--- src/hw/avalon_pkg.sv ---
package avalon_pkg;

  typedef logic [31:0] av_addr_t;  // byte address on the bus
  typedef logic [31:0] av_data_t;  // one bus word, also used on the cpu side
  typedef logic [3:0]  av_be_t;    // one bit per byte lane

  localparam int unsigned AV_LANES = 4;

  localparam av_be_t AV_BE_ALL = 4'b1111;  // full word access

  // command driven by the master; held steady while waitrequest is high
  typedef struct packed {
    av_addr_t address;     // word aligned by the controller
    logic     read;
    logic     write;
    av_data_t writedata;   // already lane steered
    av_be_t   byteenable;
  } av_req_t;

  localparam av_req_t AV_REQ_IDLE = '{
    address:    '0,
    read:       1'b0,
    write:      1'b0,
    writedata:  '0,
    byteenable: '0
  };

endpackage
--- src/hw/cpu_port_pkg.sv ---
package cpu_port_pkg;

  import avalon_pkg::*;

  typedef logic [1:0] byte_off_t;  // low two address bits

  // data port of the cpu; read and write high together is not a request
  typedef struct packed {
    av_addr_t address;
    logic     read;
    logic     write;
    av_data_t writedata;
  } data_req_t;

  // sequencer states of the bus controller
  typedef enum logic [2:0] {
    IDLE        = 3'd0,
    FETCH_INSTR = 3'd1,  // instruction read on the bus
    FETCH_DATA  = 3'd2,  // data read or write on the bus
    INSTR_SET   = 3'd3,  // turnaround from data to instruction
    HALTED      = 3'd4   // one cycle with the cpu running
  } bus_state_t;

  localparam byte_off_t OFF_BYTE0 = 2'd0;
  localparam byte_off_t OFF_BYTE1 = 2'd1;
  localparam byte_off_t OFF_BYTE2 = 2'd2;
  localparam byte_off_t OFF_BYTE3 = 2'd3;

endpackage

--- src/hw/bus_controller.sv ---
`timescale 1ns/1ps

module bus_controller import avalon_pkg::*, cpu_port_pkg::*;
(
  input  logic      clk,
  input  logic      rst_n,
  input  av_addr_t  instr_address,
  input  logic      instr_read,
  input  data_req_t data_req,
  input  logic      waitrequest,
  input  av_data_t  readdata,
  output av_req_t   av_cmd,
  output av_data_t  instr_readdata,
  output av_data_t  data_readdata,
  output logic      clk_enable,
  output logic      pause
);

  bus_state_t state;
  bus_state_t state_next;

  logic     data_valid;     // exactly one data strobe
  logic     any_req;
  logic     bus_done;       // transfer completes this cycle
  av_be_t   data_be;
  av_data_t data_wdata;
  av_data_t data_rdata;
  av_req_t  data_cmd;
  av_req_t  instr_cmd;

  lane_steer u_lane_steer (
    .offset        (byte_off_t'(data_req.address[1:0])),
    .wdata         (data_req.writedata),
    .rdata_raw     (readdata),
    .byteenable    (data_be),
    .wdata_lane    (data_wdata),
    .rdata_aligned (data_rdata)
  );

  assign data_valid = data_req.read ^ data_req.write;
  assign any_req    = data_valid | instr_read;
  assign bus_done   = (av_cmd.read | av_cmd.write) & ~waitrequest;

  always_comb
  begin
    data_cmd            = AV_REQ_IDLE;
    data_cmd.address    = {data_req.address[31:2], 2'b00};  // word aligned
    data_cmd.read       = data_req.read;
    data_cmd.write      = data_req.write;
    data_cmd.writedata  = data_wdata;
    data_cmd.byteenable = data_be;

    instr_cmd            = AV_REQ_IDLE;
    instr_cmd.address    = instr_address;
    instr_cmd.read       = 1'b1;
    instr_cmd.byteenable = AV_BE_ALL;
  end

  // command and stall for the current state
  always_comb
  begin
    av_cmd = AV_REQ_IDLE;
    pause  = 1'b0;
    case (state)
      IDLE:
      begin
        pause = any_req;                      // stall starts in the request cycle
        if (data_valid)
          av_cmd = data_cmd;                  // data goes first
        else if (instr_read)
          av_cmd = instr_cmd;
      end
      FETCH_DATA:
      begin
        pause  = 1'b1;
        av_cmd = data_cmd;
      end
      INSTR_SET, FETCH_INSTR:
      begin
        pause  = 1'b1;
        av_cmd = instr_cmd;
      end
      default:
      begin
        pause  = 1'b0;                        // halted, let the cpu step once
        av_cmd = AV_REQ_IDLE;
      end
    endcase
  end

  assign clk_enable = ~pause;

  always_comb
  begin
    state_next = state;
    case (state)
      IDLE:
      begin
        if (data_valid)
          state_next = FETCH_DATA;
        else if (instr_read)
          state_next = FETCH_INSTR;
      end
      FETCH_DATA:
      begin
        if (bus_done)
          state_next = instr_read ? INSTR_SET : HALTED;
      end
      INSTR_SET:   state_next = FETCH_INSTR;
      FETCH_INSTR:
      begin
        if (bus_done)
          state_next = HALTED;
      end
      default:     state_next = IDLE;
    endcase
  end

  always_ff @(posedge clk)
  begin
    if (!rst_n)
    begin
      state          <= IDLE;
      data_readdata  <= '0;
      instr_readdata <= '0;
    end
    else
    begin
      state <= state_next;
      if (state == FETCH_DATA && bus_done && data_req.read)
        data_readdata <= data_rdata;          // shifted down by the offset
      if (state == FETCH_INSTR && bus_done)
        instr_readdata <= readdata;
    end
  end

endmodule

--- src/hw/lane_steer.sv ---
`timescale 1ns/1ps

module lane_steer import avalon_pkg::*, cpu_port_pkg::*;
(
  input  byte_off_t offset,         // low bits of the data address
  input  av_data_t  wdata,          // cpu write data, lsb aligned
  input  av_data_t  rdata_raw,      // word straight from the bus
  output av_be_t    byteenable,
  output av_data_t  wdata_lane,     // write data moved up to its lanes
  output av_data_t  rdata_aligned   // read data moved down to bit 0
);

  always_comb
  begin
    case (offset)
      OFF_BYTE0:
      begin
        byteenable    = AV_BE_ALL;
        wdata_lane    = wdata;
        rdata_aligned = rdata_raw;
      end
      OFF_BYTE1:
      begin
        byteenable    = 4'b1110;
        wdata_lane    = wdata << 8;
        rdata_aligned = rdata_raw >> 8;      // zero fill from the top
      end
      OFF_BYTE2:
      begin
        byteenable    = 4'b1100;
        wdata_lane    = wdata << 16;
        rdata_aligned = rdata_raw >> 16;
      end
      OFF_BYTE3:
      begin
        byteenable    = 4'b1000;             // top lane only
        wdata_lane    = wdata << 24;
        rdata_aligned = rdata_raw >> 24;
      end
      default:
      begin
        byteenable    = AV_BE_ALL;
        wdata_lane    = wdata;
        rdata_aligned = rdata_raw;
      end
    endcase
  end

endmodule

--- config.mk ---
export PLATFORM = sky130hd
export DESIGN_NAME = bus_controller
export DESIGN_NICKNAME = d
export VERILOG_FILES = /design/src/hw/avalon_pkg.sv /design/src/hw/cpu_port_pkg.sv /design/src/hw/bus_controller.sv /design/src/hw/lane_steer.sv
export SDC_FILE = /design/constraint.sdc
export NUM_CORES = 1
export LEC_CHECK = 0
export ABC_CLOCK_PERIOD_IN_PS = 1800
export BUFFER_PORTS_ARGS = -buffer_cell sky130_fd_sc_hd__buf_4
export CAP_MARGIN = 0
export CORE_MARGIN = 3
export CORE_UTILIZATION = 39
export DETAILED_ROUTE_END_ITERATION = 10
export PLACE_DENSITY = 0.78
export RECOVER_POWER = 50
export SLEW_MARGIN = 20
export SYNTH_ARGS = -nofsm -noshare
export SYNTH_HDL_FRONTEND = slang
export SYNTH_SLANG_ARGS = --single-unit
--- constraint.sdc ---
create_clock -name clk -period 1.8 [get_ports clk]
set_clock_uncertainty 0.15 [all_clocks]
set_input_delay 0.36 -clock clk [delete_from_list [all_inputs] [get_ports clk]]
set_output_delay 0.36 -clock clk [all_outputs]
set_load 0.02 [all_outputs]
==> impl_metrics.tcl <==
set metrics [dict create \
    status "finished with violations" \
    violations "negative setup slack" \
    grt_max_degree 43 \
    tns_ns -37.66 \
    power_density_mw_per_mm2 1240 \
    p_total_mw 11.2 \
    routedWlPerCell_um 28.8 \
    clock-sinks 67 \
    grt_antenna_before_repair 1 \
    gp_congestion 1.00 \
    clock_latency_ns 0.36 \
    combPwrFrac 0.686 \
    min_from "readdata[12]" \
    intPower_mw 6.51 \
    viasPerCell 6.57 \
    die_h_um 108 \
    dp.cells 908 \
    p_clk_frac 0.156 \
    grt_use_met2 0.646 \
    r2r_cells 7 \
    hold_class "in2reg" \
    final_util 0.899 \
    dpl-instance-area_mm2 0.00708 \
    ioPinCount 270 \
    use_met1 0.416 \
    antenna_left 0 \
    areaGrowthSynthToFinish_pct 120 \
    fin_cells 973 \
    synth_edf_count 0 \
    drtIter0Drc 642 \
    grt_busiest_layer "met2" \
    min_period_over_period 1.28 \
    period_needed_ns 2.30 \
    ff2ff_setup_slack_ns -0.29 \
    drive_gt1_frac 0.692 \
    yosysWarnings 0 \
    synth_mux_area_frac 0.0954 \
    rows 36 \
    synth_top_family_by_area "compound AO/OA/AOI/OAI gates" \
    drt_first_pass_iters 5 \
    pwr-share-seq 0.158 \
    netlist_area_mm2 0.00409 \
    fmax_mhz 434 \
    fin_ws_ns -0.505 \
    synth_cell_types 48 \
    remaining_drc_errors 0 \
    start_util 0.409 \
    worstHoldPathCells 3 \
    hold_slack_ns 0.0979 \
    async_flop_share 0 \
    synth_compound_area_frac 0.272 \
    syn-num-nets 632 \
    synth-seq-cells 67 \
    core-area_mm2 0.0100 \
    yosys.area_share.adder 0.00306 \
    yosys.area_share.simple 0.227 \
    total_leakage_power_nw 3.91 \
    grt_pass1_wl_mm 33.1 \
    wirelength_mm 28.0 \
    numCtsBuffers 9 \
    port_buffers 269 \
    dp.final_hpwl_mm 14.0 \
    critPathArrivalTime_ns 1.79 \
    start_kind "flip-flop" \
    seq_area_frac_synth 0.328 \
    slew_headroom 0.694 \
    cap_viol_max_count 0 \
    rsz0062_at_grt "true" \
    ir_drop_mv 1.25 \
    worst_slew_pin_slew_ns 0.458 \
    use_met3 0.109 \
    worst-path-max-fanout 10 \
    cts_tree "built" \
    fin_area_mm2 0.00899 \
    p_sw_mw 4.65 \
    power_switching_share 0.416 \
    final-hold-violation-count 0 \
    rr_startpoint "state[1]$_SDFFE_PN0P_" \
    ctsHoldBuffers 0 \
    nets 969 \
    clkTransAtPathRegs_ns 0.09 \
    root_buffer "clkbuf_8" \
    synth-xor-area-share 0.00214 \
    cts_max_path_buffers 2 \
    syn_inst 497 \
    die_w_um 108 \
    num_vias 6394 \
    hold_end "instr_readdata[12]$_SDFFE_PN0P_" \
    end_kind "output port" \
    overflow 0 \
    crit_type "reg2out" \
    slew_violations 0 \
    die-area_mm2 0.0118 \
    cp.required_ns 1.29 \
    r2r-end "data_readdata[1]$_SDFFE_PN0P_" \
    syn_area_per_cell_um2 8.23 \
    synth_ff_type "dfxtp_1" \
    finalSetupViolCount 139 \
    dp_worst_setup_slack_ns -0.774 \
    htreeDepth 3 \
    grt_pass1_vias 5921 \
    groute.usage.overall 0.369 \
]
logic make-up after synthesis:
kind of cell / count (synthesis)
adder cells (fa/ha/maj): 1
XOR/XNOR: 1
AND/OR/NAND/NOR: 179
multiplexers: 38
buffers and inverters: 54
flip-flops: 67
AO/OA/AOI/OAI: 157
cell type report:
cell class | count | area, µm²
flip-flops and latches | 67 | 1350
multi-input cells | 378 | 3810
diodes | 1 | 2.50
fillers | 383 | 1010
well taps | 133 | 166
clock inverters | 6 | 138
clock buffers | 10 | 128
inverters | 7 | 42.5
repair buffers | 371 | 3350
repair_timing:
item | CTS | global route
pin swaps | 51 | 96
buffers inserted | 30 | 15
endpoints found under the setup margin | 102 | 139
gates cloned | 12 | 1
gates resized for setup | 166 | 186
metal layers:
| layer | vias to the layer above | part of all wire |
|---|---|---|
| li1 | 2471 | - |
| met1 | 2979 | 0.32 |
| met2 | 674 | 0.47 |
| met3 | 270 | 0.12 |
| met4 | 0 | 0.098 |
| met5 | - | 0 |
Yosys cell counts, types with 2 or more instances:
cell type,number,area [µm²]
a211oi_1,32,240
a21oi_1,57,285
a22o_1,30,263
a2bb2oi_1,16,140
and2_1,18,113
buf_2,24,120
buf_4,7,52.6
buf_6,5,56.3
clkbuf_1,9,33.8
dfxtp_1,67,1340
inv_1,5,18.8
mux2_2,8,90.1
mux2i_1,30,300
nand2_1,90,338
nand2b_1,3,18.8
nand4_1,8,50.1
nor2_1,19,71.3
nor2b_1,24,150
nor3_1,2,10.0
o21ai_0,8,40.0
o32ai_1,8,70.1
power by group through the flow:
stage / clock network, mW / logic, mW / registers (mW)
after global routing: 1.81 / 7.84 / 1.77
after CTS: 1.68 / 6.70 / 1.71
final: 1.74 / 7.65 / 1.76
after floorplan: 0 / 3.15 / 1.87
after detailed placement: 0 / 5.03 / 1.73
after global placement: 0 / 4.94 / 1.73
placed cells by master, fill, tap and decap left out, types with 3 or more instances in the layout:
cell type and instances:
a21oi_4 4, and2_4 10, o21ai_2 6, clkbuf_1 33, nand2_4 48, nor2_4 17, o32ai_2 5, dfxtp_2 3
a211oi_4 6, mux2i_4 5, nor2_2 3, a21oi_2 31, mux2_2 8, nand2_1 29, a211oi_1 18, a22o_4 29
nand4_1 8, a211oi_2 8, a2bb2oi_1 16, dfxtp_1 64, clkbuf_8 9, a21oi_1 23, mux2i_1 25, o32ai_1 3
nand2_2 13, bufinv_16 4, and2_1 8, buf_4 213, nor2b_1 22, buf_12 20, buf_6 102
registers in the layout (all words and copies together) (netlist names):
signal	cells
state	3
instr_readdata	32
data_readdata	32
critical path: stages (launching register included):
cell and delay (ns):
dfxtp_2 0.35, buf_4 0.23, inv_4 0.07, a21oi_4 0.20, buf_6 0.15, buf_12 0.13, a22o_1 0.17, buf_6 0.13
how the worst max path moves through the flow:
| stage | end | startpoint | cells past startpoint | slack, ns |
|---|---|---|---|---|
| 2_1_floorplan | av_cmd[38] | data_req[33] | 6 | -0.08 |
| 3_3_place_gp | av_cmd[41] | data_req[33] | 7 | -0.72 |
| 3_5_place_dp | av_cmd[41] | data_req[33] | 7 | -0.77 |
| 4_1_cts | av_cmd[7] | state[0]$_SDFFE_PN0P_ | 6 | -0.42 |
| 5_1_grt | av_cmd[54] | state[0]$_SDFFE_PN0P_ | 7 | -0.53 |
| 6_report | av_cmd[41] | state[0]$_SDFFE_PN0P_ | 7 | -0.50 |
No activity file was read; power rests on OpenSTA's default activity.
